## src/hw/la_wb_pkg.sv

```systemverilog
`default_nettype none

package la_wb_pkg;

    typedef enum logic [2:0] {
        OP_NORMAL = 3'd0,
        OP_ERTN   = 3'd1,
        OP_LL     = 3'd2,
        OP_SC     = 3'd3
    } aluop_e;

    typedef enum logic [5:0] {
        INT  = 6'h00,
        PIL  = 6'h01,
        PIS  = 6'h02,
        PIF  = 6'h03,
        PME  = 6'h04,
        PPI  = 6'h07,
        ADE  = 6'h08,
        ALE  = 6'h09,
        SYS  = 6'h0B,
        BRK  = 6'h0C,
        INE  = 6'h0D,
        IPE  = 6'h0E,
        TLBR = 6'h3F
    } ecode_e;

    // bit positions in the 16-bit exception vector, lowest bit has priority
    localparam int EXC_INT    = 0;
    localparam int EXC_ADEF   = 1;
    localparam int EXC_TLBR_F = 2;
    localparam int EXC_PIF    = 3;
    localparam int EXC_PPI_F  = 4;
    localparam int EXC_SYS    = 5;
    localparam int EXC_BRK    = 6;
    localparam int EXC_INE    = 7;
    localparam int EXC_IPE    = 8;
    localparam int EXC_ALE    = 9;
    localparam int EXC_ADEM   = 10;
    localparam int EXC_TLBR_M = 11;
    localparam int EXC_PME    = 12;
    localparam int EXC_PPI_M  = 13;
    localparam int EXC_PIS    = 14;
    localparam int EXC_PIL    = 15;

    localparam logic [8:0] ESUB_ADEF = 9'd0;
    localparam logic [8:0] ESUB_ADEM = 9'd1;

    localparam logic [13:0] CSR_CRMD   = 14'h0;
    localparam logic [13:0] CSR_PRMD   = 14'h1;
    localparam logic [13:0] CSR_ESTAT  = 14'h5;
    localparam logic [13:0] CSR_ERA    = 14'h6;
    localparam logic [13:0] CSR_BADV   = 14'h7;
    localparam logic [13:0] CSR_TLBEHI = 14'h11;
    localparam logic [13:0] CSR_LLBCTL = 14'h60;

    typedef struct packed {
        logic        we;
        logic [13:0] addr;
        logic [31:0] data;
    } csr_write_t;

    typedef struct packed {
        logic        valid;
        logic [31:0] pc;
        logic [31:0] instr;
        logic [4:0]  rd;
        logic        wreg;
        logic [31:0] wdata;   // faulting address for memory exceptions
        aluop_e      aluop;
        logic        llbit_we;
        logic        llbit_value;
        logic [15:0] excp_num;
        csr_write_t  csr_wr;
    } mem_to_wb_t;

    typedef struct packed {
        logic        valid;
        logic [31:0] pc;
        logic [31:0] instr;
        logic [4:0]  rd;
        logic        wreg;
        logic [31:0] wdata;
    } wb_commit_t;

    typedef struct packed {
        logic        take;
        ecode_e      ecode;
        logic [8:0]  esubcode;
        logic        badv_we;
        logic [31:0] badv;
        logic        vppn_we;
        logic [18:0] vppn;
    } trap_info_t;

endpackage

`default_nettype wire

```

## src/hw/excp_encoder.sv

```systemverilog
`timescale 1ns/10ps
`default_nettype none

module excp_encoder (
    input  wire la_wb_pkg::mem_to_wb_t  item_i,
    output la_wb_pkg::trap_info_t       info_o
);
    import la_wb_pkg::*;

    logic [3:0]  sel;
    logic        fetch_fault;
    logic        mem_fault;
    logic        tlb_fault;
    logic [31:0] fault_addr;

    // scan downwards so the lowest set bit is the last one kept
    always_comb begin
        sel = 4'd0;
        for (int i = 15; i >= 0; i--) begin
            if (item_i.excp_num[i]) begin
                sel = 4'(i);
            end
        end
    end

    assign fetch_fault = (sel >= EXC_ADEF) && (sel <= EXC_PPI_F);
    assign mem_fault   = (sel >= EXC_ALE);
    assign tlb_fault   = ((sel >= EXC_TLBR_F) && (sel <= EXC_PPI_F)) || (sel >= EXC_TLBR_M);
    assign fault_addr  = fetch_fault ? item_i.pc : item_i.wdata;

    always_comb begin
        info_o      = '0;
        info_o.take = item_i.valid && (item_i.excp_num != 16'd0);
        case (sel)
            EXC_INT:    info_o.ecode = INT;
            EXC_ADEF:   info_o.ecode = ADE;
            EXC_TLBR_F: info_o.ecode = TLBR;
            EXC_PIF:    info_o.ecode = PIF;
            EXC_PPI_F:  info_o.ecode = PPI;
            EXC_SYS:    info_o.ecode = SYS;
            EXC_BRK:    info_o.ecode = BRK;
            EXC_INE:    info_o.ecode = INE;
            EXC_IPE:    info_o.ecode = IPE;
            EXC_ALE:    info_o.ecode = ALE;
            EXC_ADEM:   info_o.ecode = ADE;
            EXC_TLBR_M: info_o.ecode = TLBR;
            EXC_PME:    info_o.ecode = PME;
            EXC_PPI_M:  info_o.ecode = PPI;
            EXC_PIS:    info_o.ecode = PIS;
            default:    info_o.ecode = PIL;
        endcase
        info_o.esubcode = (sel == EXC_ADEM) ? ESUB_ADEM : ESUB_ADEF;   // zero except for ADEM
        info_o.badv_we  = info_o.take && (fetch_fault || mem_fault);
        info_o.badv     = fault_addr;
        info_o.vppn_we  = info_o.take && tlb_fault;
        info_o.vppn     = fault_addr[31:13];
    end

endmodule

`default_nettype wire

```

## src/hw/gpr_file.sv

```systemverilog
`timescale 1ns/10ps
`default_nettype none

module gpr_file (
    input  wire                         clk,
    input  wire                         rst_n_i,
    input  wire la_wb_pkg::wb_commit_t  wr_i,
    input  wire [4:0]                   raddr_i,
    output logic [31:0]                 rdata_o
);

    logic [31:0] regs [0:31];
    logic        wr_en;

    assign wr_en = wr_i.valid && wr_i.wreg && (wr_i.rd != 5'd0);

    always_ff @(posedge clk) begin
        if (!rst_n_i) begin
            for (int i = 0; i < 32; i++) begin
                regs[i] <= 32'd0;
            end
        end else if (wr_en) begin
            regs[wr_i.rd] <= wr_i.wdata;
        end
    end

    // r0 is hardwired to zero
    assign rdata_o = (raddr_i == 5'd0) ? 32'd0 : regs[raddr_i];

endmodule

`default_nettype wire

```

## src/hw/mem_wb.sv

```systemverilog
`timescale 1ns/10ps
`default_nettype none

module mem_wb (
    input  wire                         clk,
    input  wire                         rst_n_i,
    input  wire                         stall_i,
    input  wire                         flush_i,
    input  wire la_wb_pkg::mem_to_wb_t  mem_i,
    input  wire                         squash_i,
    output la_wb_pkg::wb_commit_t       wb_o,
    output la_wb_pkg::csr_write_t       csr_wr_o,
    output logic                        llbit_we_o,
    output logic                        llbit_value_o,
    output logic                        ertn_o
);
    import la_wb_pkg::*;

    logic clear;

    // a return only counts when nothing older or the trap logic kills it
    assign ertn_o = mem_i.valid && (mem_i.aluop == OP_ERTN) && !squash_i && !flush_i;
    assign clear  = flush_i || squash_i || ertn_o;

    always_ff @(posedge clk) begin
        if (!rst_n_i || clear) begin
            wb_o          <= '0;
            csr_wr_o      <= '0;
            llbit_we_o    <= 1'b0;
            llbit_value_o <= 1'b0;
        end else if (stall_i) begin
            wb_o.valid <= 1'b0;   // data held, commit pulses only once
        end else begin
            wb_o.valid <= mem_i.valid;
            if (mem_i.valid) begin
                wb_o.pc       <= mem_i.pc;
                wb_o.instr    <= mem_i.instr;
                wb_o.rd       <= mem_i.rd;
                wb_o.wreg     <= mem_i.wreg;
                wb_o.wdata    <= mem_i.wdata;
                csr_wr_o      <= mem_i.csr_wr;
                llbit_we_o    <= mem_i.llbit_we;
                llbit_value_o <= mem_i.llbit_value;
            end
        end
    end

endmodule

`default_nettype wire

```

## src/hw/trap_csr_file.sv

```systemverilog
`timescale 1ns/10ps
`default_nettype none

module trap_csr_file (
    input  wire                         clk,
    input  wire                         rst_n_i,
    input  wire la_wb_pkg::trap_info_t  info_i,
    input  wire [31:0]                  epc_i,
    input  wire                         ertn_i,
    input  wire la_wb_pkg::wb_commit_t  commit_i,
    input  wire la_wb_pkg::csr_write_t  csr_wr_i,
    input  wire                         llbit_we_i,
    input  wire                         llbit_value_i,
    input  wire [13:0]                  raddr_i,
    output logic [31:0]                 rdata_o,
    output logic [31:0]                 era_o,
    output logic                        excp_flush_o,
    output logic                        ertn_flush_o
);
    import la_wb_pkg::*;

    logic [1:0]  crmd_plv;
    logic        crmd_ie;
    logic [1:0]  prmd_pplv;
    logic        prmd_pie;
    ecode_e      estat_ecode;
    logic [8:0]  estat_esubcode;
    logic [31:0] era;
    logic [31:0] badv;
    logic [18:0] tlbehi_vppn;
    logic        llbit;
    logic        csr_we;

    assign csr_we = commit_i.valid && csr_wr_i.we;
    assign era_o  = era;

    always_ff @(posedge clk) begin
        if (!rst_n_i) begin
            crmd_plv       <= 2'd0;
            crmd_ie        <= 1'b0;
            prmd_pplv      <= 2'd0;
            prmd_pie       <= 1'b0;
            estat_ecode    <= INT;
            estat_esubcode <= 9'd0;
            era            <= 32'd0;
            badv           <= 32'd0;
            tlbehi_vppn    <= 19'd0;
            llbit          <= 1'b0;
        end else if (info_i.take) begin
            prmd_pplv      <= crmd_plv;
            prmd_pie       <= crmd_ie;
            crmd_plv       <= 2'd0;   // handler runs in kernel mode with interrupts off
            crmd_ie        <= 1'b0;
            estat_ecode    <= info_i.ecode;
            estat_esubcode <= info_i.esubcode;
            era            <= epc_i;
            if (info_i.badv_we) begin
                badv <= info_i.badv;
            end
            if (info_i.vppn_we) begin
                tlbehi_vppn <= info_i.vppn;
            end
        end else if (ertn_i) begin
            crmd_plv <= prmd_pplv;
            crmd_ie  <= prmd_pie;
            llbit    <= 1'b0;
        end else begin
            if (commit_i.valid && llbit_we_i) begin
                llbit <= llbit_value_i;
            end
            if (csr_we) begin
                case (csr_wr_i.addr)
                    CSR_CRMD: begin
                        crmd_plv <= csr_wr_i.data[1:0];
                        crmd_ie  <= csr_wr_i.data[2];
                    end
                    CSR_PRMD: begin
                        prmd_pplv <= csr_wr_i.data[1:0];
                        prmd_pie  <= csr_wr_i.data[2];
                    end
                    CSR_ERA:    era         <= csr_wr_i.data;
                    CSR_BADV:   badv        <= csr_wr_i.data;
                    CSR_TLBEHI: tlbehi_vppn <= csr_wr_i.data[31:13];
                    CSR_LLBCTL: if (csr_wr_i.data[1]) llbit <= 1'b0;   // wcllb clears the LLbit
                    default: ;   // ESTAT cause fields are read only
                endcase
            end
        end
    end

    always_ff @(posedge clk) begin
        if (!rst_n_i) begin
            excp_flush_o <= 1'b0;
            ertn_flush_o <= 1'b0;
        end else begin
            excp_flush_o <= info_i.take;
            ertn_flush_o <= ertn_i;
        end
    end

    always_comb begin
        case (raddr_i)
            CSR_CRMD:   rdata_o = {29'd0, crmd_ie, crmd_plv};
            CSR_PRMD:   rdata_o = {29'd0, prmd_pie, prmd_pplv};
            CSR_ESTAT:  rdata_o = {1'b0, estat_esubcode, estat_ecode, 16'd0};
            CSR_ERA:    rdata_o = era;
            CSR_BADV:   rdata_o = badv;
            CSR_TLBEHI: rdata_o = {tlbehi_vppn, 13'd0};
            CSR_LLBCTL: rdata_o = {31'd0, llbit};
            default:    rdata_o = 32'd0;
        endcase
    end

endmodule

`default_nettype wire

```

## src/hw/wb_commit_top.sv

```systemverilog
`timescale 1ns/10ps
`default_nettype none

module wb_commit_top (
    input  wire                         clk,
    input  wire                         rst_n_i,
    input  wire la_wb_pkg::mem_to_wb_t  mem_i,
    input  wire                         stall_i,
    input  wire                         flush_i,
    input  wire [4:0]                   rs_addr_i,
    output logic [31:0]                 rs_data_o,
    input  wire [13:0]                  csr_raddr_i,
    output logic [31:0]                 csr_rdata_o,
    output la_wb_pkg::wb_commit_t       commit_o,
    output logic                        excp_flush_o,
    output logic                        ertn_flush_o,
    output logic [31:0]                 era_o
);
    import la_wb_pkg::*;

    mem_to_wb_t enc_item;
    trap_info_t trap_info;
    csr_write_t csr_wr;
    logic       llbit_we;
    logic       llbit_value;
    logic       ertn;

    // a flushed item raises no trap
    always_comb begin
        enc_item       = mem_i;
        enc_item.valid = mem_i.valid && !flush_i;
    end

    excp_encoder i_excp_encoder (
        .item_i (enc_item),
        .info_o (trap_info)
    );

    mem_wb i_mem_wb (
        .clk           (clk),
        .rst_n_i       (rst_n_i),
        .stall_i       (stall_i),
        .flush_i       (flush_i),
        .mem_i         (mem_i),
        .squash_i      (trap_info.take),
        .wb_o          (commit_o),
        .csr_wr_o      (csr_wr),
        .llbit_we_o    (llbit_we),
        .llbit_value_o (llbit_value),
        .ertn_o        (ertn)
    );

    trap_csr_file i_trap_csr_file (
        .clk           (clk),
        .rst_n_i       (rst_n_i),
        .info_i        (trap_info),
        .epc_i         (mem_i.pc),
        .ertn_i        (ertn),
        .commit_i      (commit_o),
        .csr_wr_i      (csr_wr),
        .llbit_we_i    (llbit_we),
        .llbit_value_i (llbit_value),
        .raddr_i       (csr_raddr_i),
        .rdata_o       (csr_rdata_o),
        .era_o         (era_o),
        .excp_flush_o  (excp_flush_o),
        .ertn_flush_o  (ertn_flush_o)
    );

    gpr_file i_gpr_file (
        .clk     (clk),
        .rst_n_i (rst_n_i),
        .wr_i    (commit_o),
        .raddr_i (rs_addr_i),
        .rdata_o (rs_data_o)
    );

endmodule

`default_nettype wire

```

## config.mk

```make
export PLATFORM = sky130hd
export DESIGN_NAME = wb_commit_top
export DESIGN_NICKNAME = d
export VERILOG_FILES = /design/src/hw/la_wb_pkg.sv /design/src/hw/excp_encoder.sv /design/src/hw/gpr_file.sv /design/src/hw/mem_wb.sv /design/src/hw/trap_csr_file.sv /design/src/hw/wb_commit_top.sv
export SDC_FILE = /design/constraint.sdc
export NUM_CORES = 2
export LEC_CHECK = 0
export ABC_AREA = 0
export BUFFER_PORTS_ARGS = -buffer_cell sky130_fd_sc_hd__buf_2
export CAP_MARGIN = 20
export CORE_MARGIN = 5
export CORE_UTILIZATION = 25
export CTS_BUF_LIST = sky130_fd_sc_hd__clkbuf_8 sky130_fd_sc_hd__clkbuf_16
export DETAILED_ROUTE_END_ITERATION = 8
export MAX_ROUTING_LAYER = met4
export PLACE_DENSITY = 0.37
export SLEW_MARGIN = 20
export SYNTH_ARGS = -nofsm -noshare
export SYNTH_HDL_FRONTEND = slang
export SYNTH_HIERARCHICAL = 1
export SYNTH_SLANG_ARGS = --single-unit
```

## constraint.sdc

```tcl
create_clock -name clk -period 4.8 [get_ports clk]
set_input_delay 0.48 -clock clk [delete_from_list [all_inputs] [get_ports clk]]
set_output_delay 0.48 -clock clk [all_outputs]
set_load 0.05 [all_outputs]
```

==> results by group <==
Yosys
  • Ys flop type: edfxtp_1
  • Seq/Total Area, Yosys: 61.0%
  • Post-synth ARST share: 0%
  • Cells after Synth: 4451
  • Synthesis Warnings: 6
  • Post-synth EDFFs: 1024
  • Synthesized flop and latch total: 1283
  • Mean Syn Cell Area: 13.2 um^2
  • Cell variety after synth: 76
  • Post-Syn Area: 58900 um^2

Cells and area
  • Fin util: 30.6%
  • Area occupied by multi-input gates: 21200 um^2
  • FF/Latch Area: 35900 um^2
  • Leading cell types in the layout, fill and taps excluded: 1024 x edfxtp_1, 998 x and2_1, 358 x buf_2
  • Area Overhead vs Synth: 21.9%
  • Commonest non-fill, non-tap cell in the layout: edfxtp_1
  • Fillers: 23.5k
  • Share of layout cells above drive strength 1: 24.8%
  • Final nets: 5133

Timing
  • Pins Over Slew Limit: 0
  • Final setup fails: 0
  • RSZ-0062 raised after global routing: no
  • Fin crit share: 85.0%
  • Hold Violations, Final: 0
  • Min Tclk post-route: 4080 ps
  • Slew headroom: 22.1%
  • Max Clk Rate: 245 MHz
  • Fin Setup TNS: 0 ps
  • Setup Skew: 27.6 ps
  • Worst slew pin tran: 1170 ps

Clocking
  • Clk buf depth: 3
  • Clock latency on the worst-skew pair: 810 ps
  • CTS tree: done
  • Num CTS Buffers: 159
  • Worst-path clk slew: 60 ps
  • Post_cts resized: 0
  • H-tree depth: 4
  • Clock sink count: 1283
  • Root Driver: clkbuf_16

Global route
  • Largest net degree at the start of global routing: 153
  • First-pass GRT wire length: 311 mm
  • Overall Global Routing Usage: 18.2%
  • Antenna violations before repair: 27
  • GRT overflow: 0
  • Number of global-route vias before repair: 39.5k

Power and ir drop
  • Comb pwr share: 9.1%
  • Net Sw Frac: 25.1%
  • Sw power: 6620 uW
  • Sequential share of power: 47.1%
  • Maximum vdd ir drop: 0.319 mV
  • Clock power frac: 43.8%
  • Pint: 19800 uW
  • Leak: 0.0262 uW
  • Pwr dens: 368 nW/um^2

Setup path
  • Crit path cell chain: buf_8 > buf_12 > nor2b_4 > buf_4 > a221oi_1 > o21ai_0 > a311oi_2 > buf_12
  • CP startpoint kind: input port
  • Setup CP Type: input port to output port
  • Crit path DAT: 3600 ps
  • CP max stage cell: nor2b_4
  • Required time worst endpoint: 4320 ps
  • Most frequent cell on the critical path: buf_12
  • Critical path's largest stage delay: 940 ps
  • Endpoint class of the critical path: output port
  • Worst-path maximum fanout: 25

Drt
  • TritonRoute pass-1 iters: 6
  • WL final: 221 mm
  • Vias per Instance: 4.61
  • DRC Markers: 0
  • DRT antenna net count: 0
  • WL/cell: 26.9 um
  • 1st-iter DRT viols: 2876
  • Via count: 37.9k

Floorplanning
  • Die Area: 246000 um^2
  • Boundary Pins: 395
  • Initial Util: 25.1%
  • CORE AREA: 235000 um^2
  • Core Rows: 178
  • Die Y-Extent: 496 um
  • Die Wd: 496 um

Placement
  • I/O Buffers: 394
  • Detail Placement HPWL: 139 mm
  • RePlAce Congestion: 0.849

Outcome
  • Status: completed

Flow run
  • Max Cap Violations: 0

Hold path
  • HP Class: input port to register
-- flip-flops by register name, indices dropped and copies added (netlist names) --
| register | flops |
|---|---|
| i_trap_csr_file/excp_flush_o | 1 |
| i_mem_wb/csr_wr_o | 47 |
| i_trap_csr_file/era_o | 32 |
| i_trap_csr_file/prmd_pplv | 2 |
| i_gpr_file/regs | 1024 |
| i_trap_csr_file/badv | 32 |
| i_mem_wb/llbit_value_o | 1 |
| i_trap_csr_file/ertn_flush_o | 1 |
| i_mem_wb/llbit_we_o | 1 |
| i_trap_csr_file/estat_esubcode | 9 |
| i_trap_csr_file/crmd_ie | 1 |
| i_trap_csr_file/prmd_pie | 1 |
| i_trap_csr_file/llbit | 1 |
| i_trap_csr_file/crmd_plv | 2 |
| i_trap_csr_file/estat_ecode | 6 |
| i_mem_wb/wb_o | 103 |
| i_trap_csr_file/tlbehi_vppn | 19 |
-- worst max-delay path, delay by kind of cell --
family,cells,cell delay [ps]
and+or+nand+nor,1,940
buffers and inverters,4,1190
AOI/OAI and AO/OA,3,920
-- final cells by class --
class                   count  share of cell area [%]
well taps                3150                    5.49
clock inverters           105                   0.956
inverters                  31                   0.167
repair buffers            736                    7.84
multi-input cells        2721                    29.5
clock buffers             174                    5.92
flip-flops and latches   1283                    50.0
diodes                     20                  0.0697
-- cell usage after synthesis (5+ instances only) --
master     instances  area (um^2)
a211oi_1          73          548
a21oi_1          171          856
a21oi_2           30          263
a221oi_1          27          236
a22oi_1           32          240
a311oi_1          32          280
a41oi_1           32          280
and2_1           998         6240
and4_1             5         43.8
buf_1              9         33.8
buf_2             90          450
buf_4             74          556
buf_6             19          214
clkbuf_1         249          935
clkbuf_2          10         50.1
dfxtp_1          259         5180
edfxtp_1        1024        30700
ha_1               7         87.6
inv_1             31          116
mux2_1             8         90.1
mux2_2            59          664
mux2i_1          144         1440
mux4_2           224         5040
nand2_1          332         1250
nand3_1           32          160
nand3b_1           5         37.5
nand4_1            6         37.5
nor2_1           130          488
nor2b_1           38          238
nor3_1             9         45.0
o2111ai_1         10         87.6
o21ai_0          157          786
o21ai_1            6         30.0
o221a_2           22          248
o221ai_1          15          131
o311a_1           11          110
-- stage by stage --
stage	power [uW]	cells	hold slack [ps]	area [um^2]	setup WS [ps]
6_report	26400	8220	49.5	71800	722
5_1_grt	27400	8211	13.5	71800	596
4_1_cts	26900	8200	0.432	71800	626
3_5_place_dp	15100	7788	445	65500	630
3_3_place_gp	15000	7788	440	65500	535
2_1_floorplan	14000	4489	432	59100	517
-- cell families (layout without fill, tap and decap cells) --
logic type / count (synthesis) / in the layout / share of synthesized area [%]
AND/OR/NAND/NOR: 1598 / 1598 / 15.2
XOR/XNOR: 1 / 1 / 0.0149
AO/OA/AOI/OAI: 640 / 640 / 7.28
buffers and inverters: 485 / 1046 / 4.07
adder cells (fa/ha/maj): 7 / 7 / 0.149
flip-flops: 1283 / 1283 / 61.0
other: 2 / 60 / 0.0127
multiplexers: 435 / 435 / 12.3
-- routing by layer --
| layer | vias to the layer above | global-route usage, % | routed length (um) |
|---|---|---|---|
| li1 | 17200 | - | - |
| met1 | 19300 | 24.1 | 100000 |
| met2 | 1160 | 28.9 | 104000 |
| met3 | 255 | 3.73 | 12800 |
| met4 | 0 | 4.23 | 4710 |
| met5 | - | - | 0 |
-- path summary, 6_finish.rpt --
path	start	endpoint	slack [ps]	depth (start not counted)
max reg2reg	i_mem_wb/wb_o[102]$_SDFF_PP0_	i_gpr_file/regs[11][13]$_SDFFCE_PN0P_	1590	4
min	mem_i[34]	i_mem_wb/csr_wr_o[34]$_SDFFE_PP0P_	50	3
max	rs_addr_i[1]	rs_data_o[22]	720	8
min reg2reg	i_mem_wb/wb_o[58]$_SDFFE_PP0P_	i_mem_wb/wb_o[58]$_SDFFE_PP0P_	450	2
-- timing repair --
item / in CTS / in global routing
hold buffers: 133 / 0
setup buffers: 0 / 0
hold endpoints to repair: 147 / 0
-- power by group through the flow --
stage | logic, uW | clock network [uW] | registers [uW]
after floorplan | 1200 | 0 | 12800
after global placement | 2370 | 0 | 12700
after detailed placement | 2370 | 0 | 12700
after CTS | 2460 | 12000 | 12400
after global routing | 2560 | 12400 | 12500
final | 2420 | 11600 | 12400
(Power assumes the default switching activity.)
